[config.mk]
export PLATFORM = sky130hd
export DESIGN_NAME = memcpy_burst_reader
export DESIGN_NICKNAME = d
export VERILOG_FILES = /design/src/memcpy_pkg.sv /design/src/memcpy_burst_reader.sv
export VERILOG_INCLUDE_DIRS = /design/src
export SDC_FILE = /design/constraint.sdc
export NUM_CORES = 1
export LEC_CHECK = 0
export BUFFER_PORTS_ARGS = -buffer_cell sky130_fd_sc_hd__buf_4
export CORE_ASPECT_RATIO = 0.9
export CORE_MARGIN = 1.5
export CORE_UTILIZATION = 28
export CTS_BUF_LIST = sky130_fd_sc_hd__clkbuf_16
export DETAILED_ROUTE_END_ITERATION = 12
export PLACE_DENSITY = 0.49
export SLEW_MARGIN = 40
export SYNTH_ARGS = -nofsm -noshare
export SYNTH_HDL_FRONTEND = slang
export SYNTH_SLANG_ARGS = --single-unit
[constraint.sdc]
create_clock -name clk -period 2 [get_ports clk]
set_input_delay 0.4 -clock clk [delete_from_list [all_inputs] [get_ports clk]]
set_output_delay 0.4 -clock clk [all_outputs]
set_load 0.01 [all_outputs]
[src/memcpy_consts.svh]
`ifndef MEMCPY_CONSTS_SVH
`define MEMCPY_CONSTS_SVH

// ========================================
// address and data widths
// ========================================
`define MEMCPY_ADDR_W      64
`define MEMCPY_DATA_W      64

// ========================================
// line and page geometry
// ========================================
`define MEMCPY_LINE_BYTES  64
`define MEMCPY_LINE_SHIFT  6
`define MEMCPY_PAGE_BYTES  4096
`define MEMCPY_PAGE_SHIFT  12
// one page holds this many lines, so no burst is longer.
`define MEMCPY_MAX_BURST   64

// ========================================
// queue depths
// ========================================
`define MEMCPY_CMD_DEPTH   4
// room for two whole bursts.
`define MEMCPY_LINE_DEPTH  128

`endif

[src/memcpy_pkg.sv]
`include "memcpy_consts.svh"

package memcpy_pkg;

   // one copy request as software queues it.
   typedef struct packed
   {
      logic [`MEMCPY_ADDR_W-1:0] addr;
      logic [`MEMCPY_ADDR_W-1:0] len;
   } copy_cmd_t;

   // a line-aligned read burst; lines runs from 1 to 64.
   typedef struct packed
   {
      logic [`MEMCPY_ADDR_W-1:0] addr;
      logic [7:0]                lines;
   } burst_req_t;

   // one returned beat together with the address of its line.
   typedef struct packed
   {
      logic [`MEMCPY_ADDR_W-1:0] addr;
      logic [`MEMCPY_DATA_W-1:0] data;
   } line_t;

endpackage

[src/memcpy_burst_reader.sv]
`include "memcpy_consts.svh"

module memcpy_burst_reader (
   input  logic                      clk,
   input  logic                      rst_n,
   input  logic                      burst_start,
   input  memcpy_pkg::burst_req_t    burst,
   output logic                      mem_req,
   output memcpy_pkg::burst_req_t    mem_burst,
   input  logic                      mem_rvalid,
   input  logic [`MEMCPY_DATA_W-1:0] mem_rdata,
   output logic                      line_push,
   output memcpy_pkg::line_t         line_out,
   output logic                      burst_done
);

   localparam int AW = `MEMCPY_ADDR_W;

   logic          busy;
   logic [7:0]    beats_left;
   logic [AW-1:0] line_addr;
   logic          last_push;

   // ========================================
   // control
   // ========================================
   always_ff @(posedge clk or negedge rst_n)
   begin
      if (!rst_n)
      begin
         busy       <= 1'b0;
         beats_left <= '0;
         mem_req    <= 1'b0;
         line_push  <= 1'b0;
         last_push  <= 1'b0;
         burst_done <= 1'b0;
      end
      else
      begin
         mem_req    <= burst_start;
         line_push  <= mem_rvalid;
         // last_push rides along with the final line push.
         last_push  <= mem_rvalid && (beats_left == 8'd1);
         burst_done <= last_push;
         if (burst_start)
         begin
            busy       <= 1'b1;
            beats_left <= burst.lines;
         end
         else
         begin
            if (mem_rvalid)
               beats_left <= beats_left - 8'd1;
            if (burst_done)
               busy <= 1'b0;
         end
      end
   end

   // ========================================
   // payload
   // ========================================
   always_ff @(posedge clk)
   begin
      if (burst_start)
      begin
         mem_burst <= burst;
         line_addr <= burst.addr;
      end
      else if (mem_rvalid)
         line_addr <= line_addr + AW'(`MEMCPY_LINE_BYTES);
      if (mem_rvalid)
      begin
         line_out.addr <= line_addr;
         line_out.data <= mem_rdata;
      end
   end

   // beats belong to the request this reader made.
   a_rvalid_expected: assert property (
      @(posedge clk) disable iff (!rst_n)
      mem_rvalid |-> (beats_left != 8'd0)
   ) else $error("memory beat with no beats outstanding");

   a_start_idle: assert property (
      @(posedge clk) disable iff (!rst_n)
      burst_start |-> !busy
   ) else $error("burst started while the reader was busy");

endmodule

==> impl_metrics.ini <==
[detailed_routing]
vias = 7749
routed_wl_um = 30500
wl_per_cell_um = 17.4
post-route-drc-count = 0
via_per_inst = 4.42
first_iter_violations = 359
ant_nets = 0
firstDrtPassIters = 4

[logic_synthesis]
yosysMostFrequentCell = edfxtp_1
syn_area_per_cell_um2 = 15.6
synth_area_leaders = edfxtp_1 75%, nand2_1 3.2%, dfrtp_1 2.8%, xnor2_1 2.6%, o21ai_0 1.7%
synth_seq_cells = 276
synth_common_cells = 264 x edfxtp_1, 91 x nand2_1, 36 x o21ai_0
synth.top_cell.area_share_pct = 75.0
synth_area_um2 = 10600
ys.warnings.count = 0
synthesis.nets = 820
synthDistinctLibCells = 40
ys_seq_area_share_pct = 77.9
syn_inst = 677
synthFlopType = edfxtp_1
synthArstFlopShare_pct = 4.35
synth_edf_count = 264
yosysTopAreaCell = edfxtp_1

[hold_path]
worst_hold_path_type = input pin to register

[critical_path]
crit_type = register to register
required_ns = 2.33
start_kind = register
cp_data_arrival_time_ns = 2.40
critPathMaxFanout = 9
path_cells = nand4_1 > or4_4 > buf_12 > nor4_4 > xnor2_1 > mux2_4
endpoint_kind = register
worst_path_largest_cell_delay_ns = 0.55
crit_slowest_cell = or4_4

[clock_network]
cts_tree = yes
cts_root_buf = clkbuf_16
clock_path_buffers = 3
cts.sink_count = 276
cts.clk_slew.worst_paths_ns = 0.06
h-tree-depth = 1
clock_latency_ns = 0.57
cts_buffers = 31

[finish]
nets = 1390
drive_gt1_share_pct = 40.8
instances_no_fill = 1754
n_fill_cell = 3403
antenna_cells = 0
areaGrowthSynthToFinish_pct = 60.4
final_cell_area_um2 = 16900

[floorplan]
die_w_um = 208
initial_utilization_pct = 28.4
io_pins = 343
coreArea_um2 = 37200
die_area_um2 = 38900
die_h_um = 187
rows = 67

[timing]
hold_violations = 0
fmax_mhz = 481
setup_ws_ns = -0.0777
grt_setup_unrepaired = true
layout_min_cycle_time_ns = 2.08
worstMarginPinSlew_ns = 0.549
timing.final.crit_share_pct = 104
clock_skew_ns = 0.0109
slew-limit-headroom_pct = 63.4
setup_violations = 10
slew_viol_final = 0

[power_and_ir_drop]
power_density_nw_per_um2 = 846
peakVddDrop_uv = 651
leakage_nw = 6.91
finalPower_mw = 14.3

[global_route]
grt_antenna_before_repair = 0
grt.overflow.total = 0
grt_pass1_wl_um = 47000
grt_max_degree = 87
grt_usage_pct = 15.5
first_global_vias = 8012

[placement]
place_hpwl_um = 21200
dp_cells = 1559
place_area_um2 = 14400
place_ws_ns = -0.202
port_buffers = 342
gp_congestion = 0.764

[run]
maxCapViolCount = 0

[run_status]
outcome = complete, but fails checks
failed_checks = negative setup slack
power breakdown:
group	total [mW]	internal, mW	leakage [nW]	switching, mW
Sequential	7.13	6.93	2.77	0.208
Combinational	1.98	1.07	3.66	0.915
Clock	5.22	2.92	0.476	2.30
worst max-delay path, delay by kind of cell, from the launching register on:
family / cells / cell delay, ns
and+or+nand+nor: 3 / 0.95
muxes: 1 / 0.25
xor gates and xnor gates: 1 / 0.10
DFF: 1 / 0.36
buffers and inverters: 1 / 0.17
flip-flops by register name, indices dropped and copies added (netlist names):
name and count:
burst_done 1, line_out 128, beats_left 8, mem_req 1
line_push 1, line_addr 64, last_push 1, mem_burst 72
timing repair:
| action | in CTS | in global routing |
|---|---|---|
| hold buffers | 128 | 1 |
| pin swaps | 4 | 20 |
| buffers inserted | 7 | 2 |
| endpoints found under the hold margin | 139 | 1 |
| resized for setup | 26 | 17 |
| endpoints found under the setup margin | 28 | 35 |
routing by layer:
layer / part of all wire, % / up-vias / GRT usage [%]
met1: 43 / 3721 / 20.1
met2: 47 / 270 / 25.3
met5: 0 / - / 0
met4: 2.2 / 0 / 3.85
li1: - / 3714 / -
met3: 7.6 / 44 / 4.68
cell families (layout without fill, tap and decap cells):
group | after synthesis | in the layout | synth area share (%)
flops | 276 | 276 | 77.9
simple gates | 247 | 247 | 12.5
buf+inv | 38 | 632 | 1.46
xor+xnor | 44 | 44 | 3.65
fa+ha+maj | 3 | 3 | 0.355
mux | 6 | 6 | 0.616
compound gates | 63 | 63 | 3.55
cell usage in the layout, fill, tap and decap left out, drive strengths merged, types with 2 or more instances in the layout:
master and count:
a221o 3, a22oi 7, and2 7, and3 8, and4 7, buf 437, clkbuf 32, clkinv 14
clkinvlp 2, dfrtp 12, dlygate4sd3 129, edfxtp 264, ha 3, inv 17, mux2 4, mux2i 2
nand2 91, nand2b 2, nand3 31, nand4 18, nor2 21, nor2b 10, nor3 15, nor3b 2
nor4 18, nor4b 2, o211ai 6, o21ai 44, o311ai 2, or2 3, or3 2, or4 8
xnor2 31, xor2 13
final timing paths:
| kind | startpoint | endpoint | cells past startpoint | slack [ns] |
|---|---|---|---|---|
| max in group asynchronous | rst_n | line_push$_DFF_PN0_ | 2 | 1.64 |
| max | line_addr[15]$_DFFE_PN_ | line_addr[44]$_DFFE_PN_ | 6 | -0.08 |
| min in group asynchronous | rst_n | last_push$_DFF_PN0_ | 2 | 0.20 |
| max reg2reg | line_addr[15]$_DFFE_PN_ | line_addr[44]$_DFFE_PN_ | 6 | -0.08 |
| min | burst[15] | mem_burst[15]$_DFFE_PP_ | 1 | 0.04 |
| min reg2reg | last_push$_DFF_PN0_ | burst_done$_DFF_PN0_ | 0 | 0.35 |
metrics by stage:
step | setup TNS (ns) | hold slack [ns] | utilization, %
2_1_floorplan | -0.986 | 0.104 | -
3_3_place_gp | -1.44 | 0.257 | 38.8
3_5_place_dp | -2.63 | 0.257 | 38.8
4_1_cts | -0.871 | 0.000563 | 45.3
5_1_grt | -2.33 | 0.00787 | 45.5
6_report | -0.326 | 0.0351 | 45.5
cell type report:
cell class              instances  area, µm²  area share, %
multi-input cells             363       2470           14.6
well taps                     483        604           3.57
clock buffers                  31        776           4.58
clock inverters                26        148          0.871
inverters                       8       30.0          0.177
repair buffers                567       4700           27.7
flip-flops and latches        276       8230           48.5
Power figures use the tool's default switching activity.
