==> src/memcpy_sync_fifo.sv <==
module memcpy_sync_fifo #(
   parameter type payload_t = logic,
   parameter int  DEPTH     = 4
) (
   input  logic                                      clk,
   input  logic                                      rst_n,
   input  logic                                      push,
   input  payload_t                                  wdata,
   input  logic                                      pop,
   output payload_t                                  rdata,
   output logic                                      empty,
   output logic                                      full,
   output logic [((DEPTH > 1) ? $clog2(DEPTH) : 1):0] free
);

   localparam int PTR_W = (DEPTH > 1) ? $clog2(DEPTH) : 1;

   payload_t         mem [DEPTH];
   logic [PTR_W-1:0] wr_ptr;
   logic [PTR_W-1:0] rd_ptr;
   logic [PTR_W:0]   count;
   logic             do_push;
   logic             do_pop;

   assign do_push = push && !full;
   assign do_pop  = pop && !empty;

   assign empty = (count == '0);
   assign full  = (count == (PTR_W+1)'(DEPTH));
   assign free  = (PTR_W+1)'(DEPTH) - count;
   assign rdata = mem[rd_ptr];

   // the array is written at the tail and read at the head.
   always_ff @(posedge clk)
   begin
      if (do_push)
         mem[wr_ptr] <= wdata;
   end

   always_ff @(posedge clk or negedge rst_n)
   begin
      if (!rst_n)
      begin
         wr_ptr <= '0;
         rd_ptr <= '0;
         count  <= '0;
      end
      else
      begin
         if (do_push)
            wr_ptr <= (wr_ptr == PTR_W'(DEPTH - 1)) ? '0 : wr_ptr + 1'b1;
         if (do_pop)
            rd_ptr <= (rd_ptr == PTR_W'(DEPTH - 1)) ? '0 : rd_ptr + 1'b1;
         case ({do_push, do_pop})
            2'b10:   count <= count + 1'b1;
            2'b01:   count <= count - 1'b1;
            default: count <= count;
         endcase
      end
   end

   // ========================================
   // checks
   // ========================================
   // a push into a full FIFO or a pop from an empty one is a caller error.
   a_no_overflow: assert property (
      @(posedge clk) disable iff (!rst_n)
      push |-> !full
   ) else $error("fifo push while full");

   a_no_underflow: assert property (
      @(posedge clk) disable iff (!rst_n)
      pop |-> !empty
   ) else $error("fifo pop while empty");

endmodule

==> config.mk <==
export PLATFORM = sky130hd
export DESIGN_NAME = memcpy_sync_fifo
export DESIGN_NICKNAME = d
export VERILOG_FILES = /design/src/memcpy_sync_fifo.sv
export SDC_FILE = /design/constraint.sdc
export NUM_CORES = 1
export LEC_CHECK = 0
export ABC_AREA = 1
export BUFFER_PORTS_ARGS = -buffer_cell sky130_fd_sc_hd__buf_2
export CAP_MARGIN = 5
export CORE_MARGIN = 2
export CORE_UTILIZATION = 50
export CTS_BUF_LIST = sky130_fd_sc_hd__clkbuf_16
export DETAILED_ROUTE_END_ITERATION = 8
export HOLD_SLACK_MARGIN = 0.02
export MAX_ROUTING_LAYER = met4
export PLACE_DENSITY = 0.72
export SLEW_MARGIN = 0
export SYNTH_ARGS = -nofsm -noshare
export SYNTH_HDL_FRONTEND = slang
export SYNTH_SLANG_ARGS = --single-unit
==> constraint.sdc <==
create_clock -name clk -period 3.7 [get_ports clk]
set_input_delay 0.74 -clock clk [delete_from_list [all_inputs] [get_ports clk]]
set_output_delay 0.74 -clock clk [all_outputs]
set_load 0.05 [all_outputs]
==> impl_metrics.xml <==
<?xml version="1.0" encoding="UTF-8"?>
<metrics>
  <group name="run_status">
    <metric name="result_of_the_run" unit="">finished clean</metric>
  </group>
  <group name="setup_path">
    <metric name="critical_path.max_stage_delay" unit="ps">380</metric>
    <metric name="worstSetupEndpointType" unit="">primary output</metric>
    <metric name="cp-startpoint" unit="">count[0]</metric>
    <metric name="timing.setup.critical_path_class" unit="">flip-flop to primary output</metric>
    <metric name="rr_startpoint" unit="">count[0]</metric>
    <metric name="critPathTopFamily" unit="">adder cells</metric>
    <metric name="timing.critical_path.from_type" unit="">flip-flop</metric>
    <metric name="worst-path-buf-inv" unit="">3</metric>
    <metric name="timing.critical_path.slowest_stage_cell" unit="">sky130_fd_sc_hd__dfrtp_1</metric>
    <metric name="critical_path.cell_chain" unit="">inv_1 &gt; ha_1 &gt; ha_1 &gt; inv_1 &gt; buf_2</metric>
    <metric name="cp_data_required_time" unit="ps">2960</metric>
    <metric name="cp_max_fo" unit="">3</metric>
    <metric name="cp.arrival" unit="ps">1510</metric>
  </group>
  <group name="global_routing">
    <metric name="globalRouteMet1Util" unit="">0.179</metric>
    <metric name="grt_pass1_wl" unit="um">1900</metric>
    <metric name="grt_max_degree" unit="">8</metric>
    <metric name="initial_antenna_violation_count" unit="">0</metric>
    <metric name="use_met3" unit="">0.0667</metric>
    <metric name="gr-total-overflow" unit="">0</metric>
    <metric name="groute.layer.met2.usage" unit="">0.345</metric>
    <metric name="first_global_vias" unit="">466</metric>
    <metric name="grt_use_total" unit="">0.201</metric>
    <metric name="grt_max_usage_layer" unit="">met2</metric>
  </group>
  <group name="logic_synthesis">
    <metric name="synth.yosys.warnings" unit="">0</metric>
    <metric name="synth.yosys.seq_area_share" unit="">0.445</metric>
    <metric name="syn_inst" unit="">72</metric>
    <metric name="ys_seq_elements" unit="">11</metric>
    <metric name="number_of_distinct_library_cells_after_synthesis" unit="">15</metric>
    <metric name="post_synth.cell_area_avg" unit="um2">9.21</metric>
    <metric name="mappedNetlistNets" unit="">87</metric>
    <metric name="syn-cell-area" unit="um2">663</metric>
  </group>
  <group name="sta">
    <metric name="total_negative_setup_slacks" unit="ps">0</metric>
    <metric name="final-setup-viol-count" unit="">0</metric>
    <metric name="final_period_minus_worst_setup_slack" unit="ps">2250</metric>
    <metric name="skew" unit="ps">2.72</metric>
    <metric name="grt_setup_unrepaired" unit="">false</metric>
    <metric name="timing_hold_violations_final" unit="">0</metric>
    <metric name="report.final.slew_viol_count" unit="">0</metric>
    <metric name="worst_slack" unit="ps">1450</metric>
    <metric name="min_period_over_period" unit="">0.609</metric>
    <metric name="max_slew.worst_pin.slew" unit="ps">251</metric>
    <metric name="max_slew_margin" unit="">0.834</metric>
    <metric name="max_freq" unit="GHz">0.444</metric>
  </group>
  <group name="placement">
    <metric name="placement.io_buffers" unit="">10</metric>
    <metric name="place_hpwl" unit="um">857</metric>
    <metric name="gp_routability_congestion" unit="">0.743</metric>
    <metric name="placement.setup.worst_slack" unit="ps">1540</metric>
  </group>
  <group name="die">
    <metric name="dieHeight" unit="um">40.4</metric>
    <metric name="rows" unit="">13</metric>
    <metric name="die_w" unit="um">40.4</metric>
    <metric name="start_util" unit="">0.523</metric>
    <metric name="core_region_area" unit="um2">1270</metric>
    <metric name="design.portCount" unit="">11</metric>
    <metric name="design.die.area" unit="um2">1630</metric>
  </group>
  <group name="cts">
    <metric name="clockBufferDepth" unit="">2</metric>
    <metric name="clkLatencyLatePin" unit="ps">240</metric>
    <metric name="count_of_hold_buffers_inserted_by_post_cts_repair" unit="">0</metric>
    <metric name="numClockSinks" unit="">11</metric>
    <metric name="post_cts_setup_bufs" unit="">0</metric>
    <metric name="cts_tree" unit="">built</metric>
    <metric name="h-tree-depth" unit="">1</metric>
    <metric name="cts_resized" unit="">0</metric>
    <metric name="number_of_buffers_created_by_cts" unit="">3</metric>
    <metric name="clock-root-buffer" unit="">sky130_fd_sc_hd__clkbuf_16</metric>
    <metric name="path_clk_slew" unit="ps">40</metric>
  </group>
  <group name="detailed_routing">
    <metric name="post_drt_via_cell_ratio" unit="">4.91</metric>
    <metric name="drt-total-wl" unit="um">1180</metric>
    <metric name="drt_drc_violations_left" unit="">0</metric>
    <metric name="vias" unit="">491</metric>
    <metric name="drt_pass1_iterations" unit="">2</metric>
    <metric name="detailedRoute.firstIterationViolations" unit="">6</metric>
    <metric name="wl_per_cell" unit="um">11.8</metric>
    <metric name="drtAntennaViolNets" unit="">0</metric>
  </group>
  <group name="flow_run">
    <metric name="max_cap_violations" unit="">0</metric>
  </group>
  <group name="cells_and_area">
    <metric name="syn2layout_area_growth" unit="%">21.1</metric>
    <metric name="antenna_cells_inserted" unit="">0</metric>
    <metric name="num-nets-final" unit="">101</metric>
    <metric name="post_route_cells_drive_above_1_share" unit="">0.200</metric>
  </group>
  <group name="hold_path">
    <metric name="hold_path.class" unit="">input pin to asynchronous set/reset pin</metric>
  </group>
</metrics>
[area by class of cell]
class	count	area (um2)
clock inverter	1	3.75
multi-input combinational	41	289
tap	15	18.8
clock buffer	3	75.1
sequential	11	295
inverter	19	71.3
timing repair buffer	10	50.0
fill	120	465
[cell usage in the layout, fill, tap and decap left out]
cell and instances:
sky130_fd_sc_hd__inv_1 19, sky130_fd_sc_hd__nand2_1 14, sky130_fd_sc_hd__buf_2 10, sky130_fd_sc_hd__ha_1 9, sky130_fd_sc_hd__dfrtp_1 7, sky130_fd_sc_hd__nor2_1 5
sky130_fd_sc_hd__o21ai_0 5, sky130_fd_sc_hd__edfxtp_1 4, sky130_fd_sc_hd__clkbuf_16 3, sky130_fd_sc_hd__nor2_4 2, sky130_fd_sc_hd__nand3_1 2, sky130_fd_sc_hd__inv_2 1
sky130_fd_sc_hd__o211ai_2 1, sky130_fd_sc_hd__nand4_1 1, sky130_fd_sc_hd__xnor2_1 1, sky130_fd_sc_hd__fa_1 1
[metal layers]
layer,vias to the layer above,part of all wire
li1,243,-
met4,0,0.029
met5,-,0
met3,4,0.047
met1,236,0.37
met2,8,0.55
[stage by stage]
stage / hold slack (ps) / utilization / cells / cell area (um2)
3_5_place_dp: 520 / 0.571 / 96 / 724
4_1_cts: 330 / 0.633 / 100 / 803
2_1_floorplan: 444 / - / 72 / 663
6_report: 332 / 0.633 / 100 / 803
5_1_grt: 340 / 0.633 / 100 / 803
3_3_place_gp: 473 / 0.571 / 96 / 724
[synth_stat cells (all sizes together)]
cell type  count  area, um2
o211ai         1       12.5
edfxtp         4        120
nand4          1       6.26
buf            1       7.51
fa             1       20.0
o21ai          5       25.0
inv           19       71.3
nor2           7       41.3
xnor2          1       8.76
dfrtp          7        175
ha             9        113
nand3          2       10.0
nand2         14       52.6
[state kept, by name (all words and copies together), names as in the netlist]
register  count
mem           4
count         3
rd_ptr        2
wr_ptr        2
[kinds of logic after synthesis]
family | after synthesis | share of synthesized area
AO/OA/AOI/OAI | 6 | 0.0566
XOR/XNOR | 1 | 0.0132
adder cells (fa/ha/maj) | 10 | 0.200
buffers and inverters | 20 | 0.119
flip-flops | 11 | 0.445
AND/OR/NAND/NOR | 24 | 0.166
[path summary, 6_finish.rpt]
check	slack, ps	end	cells after the start
min in group clk	510	count[0]	1
worst max register to register	1540	count[1]	9
max in group asynchronous	3210	rd_ptr[0]	1
worst min register to register	510	count[0]	1
worst max-delay path	1450	free[2]	5
worst min-delay path	330	count[0]	1
Power is not shown: default switching activity piles up to over one toggle a cycle in this logic, so the estimate is an artifact.
