$ cat config.mk
export PLATFORM = sky130hd
export DESIGN_NAME = memcpy_burst_planner
export DESIGN_NICKNAME = d
export VERILOG_FILES = /design/src/memcpy_pkg.sv /design/src/memcpy_burst_planner.sv
export VERILOG_INCLUDE_DIRS = /design/src
export SDC_FILE = /design/constraint.sdc
export NUM_CORES = 1
export LEC_CHECK = 0
export BUFFER_PORTS_ARGS = -buffer_cell sky130_fd_sc_hd__buf_2
export CAP_MARGIN = 40
export CORE_UTILIZATION = 60
export CTS_CLUSTER_DIAMETER = 100
export DETAILED_ROUTE_END_ITERATION = 10
export PLACE_DENSITY = 0.79
export RECOVER_POWER = 50
export SYNTH_ARGS = -nofsm -noshare
export SYNTH_HDL_FRONTEND = slang
export SYNTH_SLANG_ARGS = --single-unit
$ cat constraint.sdc
create_clock -name clk -period 24.6 [get_ports clk]
set_input_delay 1.23 -clock clk [delete_from_list [all_inputs] [get_ports clk]]
set_output_delay 1.23 -clock clk [all_outputs]
set_load 0.05 [all_outputs]
$ cat src/memcpy_consts.svh
`ifndef MEMCPY_CONSTS_SVH
`define MEMCPY_CONSTS_SVH

// ========================================
// address and data widths
// ========================================
`define MEMCPY_ADDR_W      64
`define MEMCPY_DATA_W      64

// ========================================
// line and page geometry
// ========================================
`define MEMCPY_LINE_BYTES  64
`define MEMCPY_LINE_SHIFT  6
`define MEMCPY_PAGE_BYTES  4096
`define MEMCPY_PAGE_SHIFT  12
// one page holds this many lines, so no burst is longer.
`define MEMCPY_MAX_BURST   64

// ========================================
// queue depths
// ========================================
`define MEMCPY_CMD_DEPTH   4
// room for two whole bursts.
`define MEMCPY_LINE_DEPTH  128

`endif

$ cat src/memcpy_pkg.sv
`include "memcpy_consts.svh"

package memcpy_pkg;

   // one copy request as software queues it.
   typedef struct packed
   {
      logic [`MEMCPY_ADDR_W-1:0] addr;
      logic [`MEMCPY_ADDR_W-1:0] len;
   } copy_cmd_t;

   // a line-aligned read burst; lines runs from 1 to 64.
   typedef struct packed
   {
      logic [`MEMCPY_ADDR_W-1:0] addr;
      logic [7:0]                lines;
   } burst_req_t;

   // one returned beat together with the address of its line.
   typedef struct packed
   {
      logic [`MEMCPY_ADDR_W-1:0] addr;
      logic [`MEMCPY_DATA_W-1:0] data;
   } line_t;

endpackage

$ cat src/memcpy_burst_planner.sv
`include "memcpy_consts.svh"

module memcpy_burst_planner (
   input  logic                   clk,
   input  logic                   rst_n,
   input  logic                   cmd_empty,
   input  memcpy_pkg::copy_cmd_t  cmd,
   output logic                   cmd_pop,
   input  logic                   buf_busy,
   output logic                   burst_start,
   output memcpy_pkg::burst_req_t burst,
   input  logic                   burst_done,
   output logic                   copy_done
);

   localparam int AW = `MEMCPY_ADDR_W;
   localparam int LS = `MEMCPY_LINE_SHIFT;
   localparam int PS = `MEMCPY_PAGE_SHIFT;

   typedef enum logic [2:0]
   {
      IDLE,
      INIT,
      PAGE,
      SIZE,
      START,
      BUSY,
      DONE
   } state_t;

   state_t                state;
   state_t                state_nxt;
   memcpy_pkg::copy_cmd_t cmd_q;
   logic [AW-1:0]         end_addr;
   logic [AW-1:0]         cur_addr;
   logic [AW-1:0]         next_page;
   logic [AW-1:0]         end_page;
   logic [AW-1:0]         end_line;
   logic [AW-1:0]         line_span;
   logic [7:0]            cur_lines;
   logic                  last_burst;
   logic                  beyond_page;
   logic [AW-1:0]         burst_last_line;

   // ========================================
   // FSM
   // ========================================
   always_comb
   begin
      state_nxt = state;
      case (state)
         IDLE:    if (!cmd_empty) state_nxt = INIT;
         INIT:    state_nxt = (cmd_q.len == '0) ? IDLE : PAGE;
         PAGE:    state_nxt = SIZE;
         SIZE:    if (!buf_busy) state_nxt = START;
         START:   state_nxt = BUSY;
         BUSY:    if (burst_done) state_nxt = DONE;
         DONE:    state_nxt = last_burst ? IDLE : PAGE;
         default: state_nxt = IDLE;
      endcase
   end

   assign cmd_pop   = (state == IDLE) && !cmd_empty;
   assign copy_done = (state == IDLE) && cmd_empty;

   // the end is past this page only if its page-rounded value is too.
   assign beyond_page = (end_page > next_page);
   assign line_span   = end_line - cur_addr;

   always_ff @(posedge clk or negedge rst_n)
   begin
      if (!rst_n)
      begin
         state       <= IDLE;
         burst_start <= 1'b0;
         last_burst  <= 1'b0;
      end
      else
      begin
         state       <= state_nxt;
         burst_start <= (state == START);
         if (state == SIZE)
            last_burst <= !beyond_page;
      end
   end

   // ========================================
   // burst arithmetic
   // ========================================
   always_ff @(posedge clk)
   begin
      if (cmd_pop)
         cmd_q <= cmd;
      case (state)
         INIT:
         begin
            end_addr <= cmd_q.addr + cmd_q.len;
            cur_addr <= {cmd_q.addr[AW-1:LS], {LS{1'b0}}};
         end
         PAGE:
         begin
            next_page <= {cur_addr[AW-1:PS], {PS{1'b0}}} + AW'(`MEMCPY_PAGE_BYTES);
            end_page  <= (end_addr[PS-1:0] == '0) ? end_addr :
                         {end_addr[AW-1:PS] + 1'b1, {PS{1'b0}}};
            end_line  <= (end_addr[LS-1:0] == '0) ? end_addr :
                         {end_addr[AW-1:LS] + 1'b1, {LS{1'b0}}};
         end
         SIZE:
         begin
            if (beyond_page)
               cur_lines <= 8'(`MEMCPY_MAX_BURST) - 8'(cur_addr[PS-1:LS]);
            else
               cur_lines <= line_span[LS+7:LS];
         end
         START:
         begin
            burst.addr  <= cur_addr;
            burst.lines <= cur_lines;
         end
         DONE:
         begin
            // the next burst picks up right at the page edge.
            if (!last_burst)
               cur_addr <= next_page;
         end
         default:
         begin
         end
      endcase
   end

   // ========================================
   // checks
   // ========================================
   assign burst_last_line = burst.addr + (AW'(burst.lines - 8'd1) << LS);

   a_burst_lines: assert property (
      @(posedge clk) disable iff (!rst_n)
      burst_start |-> (burst.lines >= 8'd1) && (burst.lines <= 8'(`MEMCPY_MAX_BURST))
   ) else $error("burst line count out of range");

   a_burst_page: assert property (
      @(posedge clk) disable iff (!rst_n)
      burst_start |-> (burst_last_line[AW-1:PS] == burst.addr[AW-1:PS])
   ) else $error("burst crosses a page boundary");

endmodule

==> results.md, run 1 <==
- Mapped Cells: 1721
- Worst Tran Pin Value: 3.898 ns
- Slew margin rel.: -159.9%
- Die width: 194.1 um
- Async set-reset flop share out of synthesis: 1.104%
- Synth top area share: 60.78%
- Vias per std cell: 5.971
- Switching power: 1.016 mW
- R2r setup slk: 19.75 ns
- Reg power frac: 45.7%
- Core area: 35910 sq um
- CP endpoint: cmd_pop
- EDFF count, synth: 448
- Max-slew violation count: 375
- CTS tree: yes
- Placer congestion estimate: 0.9280
- Final Hold Fails: 0
- Most frequent cells in the layout: edfxtp_1 (448), buf_2 (192), nand2_1 (150), xnor2_1 (132), ha_1 (127)
- Worst-Skew Late Latency: 0.57 ns
- Num CTS Buffers: 46
- Clock buffer depth: 3
- Post-Route WL: 50.73 mm
- Endpoints failing setup: 0
- Seq/Total Area, Yosys: 61.35%
- Ys flop type: edfxtp_1
- Filler cell count in the final layout: 2462
- Worst hold path type: flop to flop
- Pre-CTS WS: 20.76 ns
- Routed length per instance: 20.74 um
- Critical path class: input port to output port
- Total internal power: 1.988 mW
- H-tree depth: 2
- Die area: 37660 sq um
- Status: finished with violations
- RSZ-0062 raised after global routing: false
- CP Launch Type: input port
- Sw frac: 33.82%
- Final period utilization: 23.09%
- Post-Route Utilization: 70.15%
- DP Cell Count: 2361
- Critical R2R Launch: state[2]
- PnR worst setup slack: 18.92 ns
- Post-CTS sizing: 0
- Critical Path Source: cmd_empty
- Cts hold-fix bufs: 0
- R2R Path End: cur_addr[36]
- Antenna fix cells: 0
- Area leader, netlist: edfxtp_1
- CTS Sinks: 453
- Std cell rows: 69
- Synth cell types: 81
- Avg Cell Area, Syn: 12.86 sq um
- Global-route wire length before repair: 78.23 mm
- DP HPWL: 37.84 mm
- Final ANT Viol Nets: 0
- # IOs: 208
- Crit path max fanout: 58
- Commonest non-fill, non-tap cell in the layout: edfxtp_1
- Cells on worst reg2reg path: 5
- Post-route DRC: 0
- Clock power share: 24.1%
- Vias in the first global route: 14403
- Pleak: 9.769 nW
- Initial core utilization: 61.63%
- Final Net Count: 2210
- Maximum clock frequency: 0.1760 GHz
- GRT Resource Usage Total: 27.10%
- Setup Buffers After CTS: 0
- 1st-iter DRT viols: 1134
- Failing checks: capacitance limit, slew limit
- Top cells by area, synth: edfxtp_1 (61%), ha_1 (7.2%), xnor2_1 (5.2%)
- Period minus WS final: 5.681 ns
- TNS Setup: 0 ns
- Yosys warning total: 0
- Worst EP required: 23.37 ns
- Die H: 194.1 um
- Reg clk slew, reported paths: 0.06 ns
- Hold Slack: 0.4198 ns
- Crit. End Element: output port
- Comb power frac: 30.3%
- Cell Area, Synth: 22130 sq um
- Synth-to-Final Area Change: 13.83%
- Max IR drop VDD: 120.5 uV
- Seq cells post-synth: 453
- Largest net degree at the start of global routing: 72
- Fin cells: 2446
- Clock Skews: 0.01301 ns
- Via count: 14605
- Global route total overflow: 0
- Pwr per Cell Area: 119.3 nW/um^2
- IO buf count: 201
- CTS root buf: clkbuf_16
- Worst EP arrival: 4.45 ns
- Pre-antenna DRT Iters: 5
- Number of max-cap violations: 7
- Layout cells sized above 1: 15.82%
- Antenna violations before repair: 0
-- state kept, by name, summed over array words and instances, names as in the netlist --
| name | cells |
|---|---|
| state | 3 |
| end_line | 8 |
| burst | 66 |
| end_page | 64 |
| next_page | 52 |
| end_addr | 64 |
| cur_lines | 8 |
| last_burst | 1 |
| cmd_q | 128 |
| burst_start | 1 |
| cur_addr | 58 |
-- power by group through the flow --
stage / clock [mW] / sequential [mW] / combinational (mW)
final: 0.724 / 1.37 / 0.909
after floorplan: 0 / 1.40 / 0.628
after detailed placement: 0 / 1.37 / 0.904
after global routing: 0.758 / 1.39 / 1.01
after global placement: 0 / 1.36 / 0.869
after CTS: 0.733 / 1.35 / 0.915
-- synthesized netlist by cell type (46+ instances only) --
master      n
o21ai_0    93
nor2_1     55
ha_1      127
edfxtp_1  448
nand3_1    58
xnor2_1   132
a21oi_1    89
xor2_1     46
a21o_1     63
inv_1      86
nand2_1   150
nand4_1    47
-- worst max-delay path: stages --
cell,delay [ns]
clkbuf_1,0.09
nor4_1,0.26
clkbuf_1,2.26
buf_2,0.58
-- cell type report --
cell class,instances,area [sq um],share of cell area [%]
multi-input combinational,1146,8056,31.98
clock inverter,25,296.5,1.177
clock buffer,60,1267,5.031
timing repair buffer,215,1095,4.346
sequential,453,13580,53.90
tap,461,576.8,2.290
inverter,86,322.8,1.281
-- metrics by stage --
stage	cell area, sq um	power (mW)
2_1_floorplan	22190	2.027
3_3_place_gp	23630	2.227
3_5_place_dp	23710	2.271
4_1_cts	25270	3.003
5_1_grt	25190	3.163
6_report	25190	3.005
-- worst min path at each step --
stage,startpoint,endpoint,slack [ns],cells past startpoint
global route,cur_lines[7],burst[7],0.43,0
finish,cur_lines[7],burst[7],0.42,0
global placement,cur_lines[6],burst[6],0.41,0
CTS,cur_lines[7],burst[7],0.42,0
detailed placement,cur_lines[7],burst[7],0.41,0
floorplan,cur_lines[0],burst[0],0.40,0
-- per-layer routing --
layer | global-route usage [%] | vias up | share of wire [%]
li1 | - | 6895 | -
met1 | 39.28 | 7033 | 45
met2 | 41.55 | 579 | 45
met3 | 4.592 | 98 | 7.4
met4 | 9.524 | 0 | 2.9
met5 | 0 | - | 0
-- logic make-up (layout without fill, tap and decap cells) --
group,Yosys count,count (layout),share of synthesized area [%]
mux,11,11,0.5201
simple gates,464,464,10.95
compound gates,348,348,10.21
flops,453,453,61.35
other cells,1,16,0.01694
fa+ha+maj,129,129,7.360
xor+xnor,178,178,7.044
buf+inv,137,386,2.550
(Power assumes the default switching activity.)
==> inputs of run 2 (changes only) <==
clock period = 5.89 ns   (was 24.6 ns; I/O delays follow)
==> results.md, run 2 (synthesis gave the netlist of run 1 again) <==
- Status: finished with violations (unchanged)
- Failing checks: capacitance limit, slew limit (unchanged)
- Post-Route WL: 55.36 mm (was 50.73 mm)
- Max-slew violation count: 199 (was 375)
- Final period utilization: 71.38%
- CTS Sinks: 453 (unchanged)
- Antenna violations before repair: 2 (was 0)
- Met2 GRT Util: 47.96% (was 41.55%)
- Post-route DRC: 0 (unchanged)
- Design Area, Final: 26320 sq um (was 25190 sq um)
- Area post-placement: 23720 sq um (was 23710 sq um)
- Period minus WS final: 4.204 ns
- Final Hold Fails: 0 (unchanged)
- Pwr per Cell Area: 475.3 nW/um^2 (was 119.3 nW/um^2)
- Met3 Use GR: 4.540% (was 4.592%)
- Std cell rows: 69 (unchanged)
- Worst EP required: 5.98 ns (was 23.37 ns)
- Tot Pwr: 12.51 mW (was 3.005 mW)
- Final ANT Viol Nets: 0 (unchanged)
- IO buf count: 201 (unchanged)
- Most frequent cells in the layout: edfxtp_1 (448), nand2_1 (150), xnor2_1 (132), dlygate4sd3_1 (129), ha_1 (127) (was edfxtp_1 (448), buf_2 (192), nand2_1 (150), xnor2_1 (132), ha_1 (127))
- Placer congestion estimate: 0.9455 (was 0.9280)
- CTS root buf: clkbuf_16 (unchanged)
- Crit path max-delay cell type: clkbuf_1 (unchanged)
- Pleak: 10.06 nW (was 9.769 nW)
- Core area: 35910 sq um (unchanged)
- H-tree depth: 2 (unchanged)
- Maximum clock frequency: 0.2379 GHz
- Top Usage Layer GRT: met2 (unchanged)
- Layout cells sized above 1: 11.28% (was 15.82%)
- RSZ-0062 raised after global routing: false (unchanged)
- Met1 track demand over resource: 40.71% (was 39.28%)
- Crit. End Element: flop (was output port)
- Max IR drop VDD: 424.2 uV (was 120.5 uV)
- DP HPWL: 38.03 mm (was 37.84 mm)
- 1st-iter DRT viols: 1443 (was 1134)
- Max reg flops: 128 (unchanged)
- Critical path class: flop to flop (was input port to output port)
- Crit-path cells: nor4_1 -> clkbuf_1 (was clkbuf_1 -> nor4_1 -> clkbuf_1 -> buf_2)
- Die H: 194.1 um (unchanged)
- Number of max-cap violations: 4 (was 7)
- Die width: 194.1 um (unchanged)
- Routed length per instance: 21.54 um (was 20.74 um)
- Global route total overflow: 0 (unchanged)
- Reg with most FFs: cmd_q (unchanged)
- Reg clk slew, reported paths: 0.07 ns (was 0.06 ns)
- Vias in the first global route: 15418 (was 14403)
- CTS tree: yes (unchanged)
- Vias per std cell: 5.957 (was 5.971)
- GRT Resource Usage Total: 29.76% (was 27.10%)
- TNS Setup: 0 ns (unchanged)
- Synth-to-Final Area Change: 18.90% (was 13.83%)
- Worst hold path type: input port to flop (was flop to flop)
- Slew margin rel.: -140.8% (was -159.9%)
- Worst-Skew Late Latency: 0.58 ns (was 0.57 ns)
- Largest net degree at the start of global routing: 69 (was 72)
- Global-route wire length before repair: 85.35 mm (was 78.23 mm)
- Initial core utilization: 61.63% (unchanged)
- Antenna fix cells: 0 (unchanged)
- Worst EP arrival: 4.29 ns (was 4.45 ns)
- Clock Skews: 0.02080 ns (was 0.01301 ns)
- Crit path max fanout: 62 (was 58)
- Die area: 37660 sq um (unchanged)
- Endpoints failing setup: 0 (unchanged)
- CP Launch Type: flop (was input port)
- # IOs: 208 (unchanged)
- Final Net Count: 2339 (was 2210)
- Pre-antenna DRT Iters: 7 (was 5)
- Worst Tran Pin Value: 3.612 ns (was 3.898 ns)
- Clock buffer depth: 3 (unchanged)
- Num CTS Buffers: 47 (was 46)
- Via count: 15309 (was 14605)
- Post-CTS sizing: 0 (unchanged)
- Setup Buffers After CTS: 0 (unchanged)
- Commonest non-fill, non-tap cell in the layout: edfxtp_1 (unchanged)
- Largest regs: cmd_q x128, burst x66 (unchanged)
- Max stage delay on crit path: 2.58 ns (was 2.26 ns)
## run 2: cell type report
cell class,count,area [sq um]
Fill cell,2372,9599
Clock inverter,17,173.9
Sequential cell,453,13580
Clock buffer,64,1290
Multi-Input combinational cell,1146,8056
Tap cell,461,576.8
Timing Repair Buffer,343,2317
Inverter,86,322.8
## run 2: routing by layer
layer	vias to the layer above	part of all wire, %
met1	7330	42
met3	128	7.7
li1	7132	-
met2	715	47
met5	-	0.040
met4	4	3.4
## run 2: per-stage QoR
step / hold slack (ns) / cells / setup slack, ns / utilization (%)
6_report: 0.07520 / 2570 / 1.686 / 73.27
4_1_cts: 0.03962 / 2570 / 2.270 / 73.71
2_1_floorplan: -0.001091 / 1736 / 0.1374 / -
3_3_place_gp: 0.1273 / 2355 / 2.192 / 65.80
3_5_place_dp: 0.1329 / 2360 / 2.280 / 66.04
5_1_grt: 0.05118 / 2570 / 1.504 / 73.27
## run 2: worst paths after layout
kind / from / endpoint / slack [ns] / cells past startpoint
setup / recovery: state[0] / cmd_q[103] / 1.69 / 2
hold / removal: buf_busy / state[0] / 0.08 / 3
setup reg to reg: state[0] / cmd_q[103] / 1.69 / 2
hold reg to reg: cur_lines[0] / burst[0] / 0.41 / 0
max in group asynchronous: rst_n / state[1] / 5.38 / 2
min in group asynchronous: rst_n / state[0] / 0.18 / 2
## run 2: where the power goes
part           switching (mW)  internal [mW]
logic                    2.48           1.43
registers               0.649           5.07
clock network            1.21           1.66
total                    4.34           8.17
## run 2: what timing repair did
item                                    CTS  global route
endpoints found under the setup margin    0             0
hold buffers                            129             0
endpoints found under the hold margin   133             0
## run 2: critical path, delay by kind of cell (launching register included)
kind          cells  cell delay (ns)
buf+inv           1             2.58
flops             1             0.51
simple gates      1             0.55
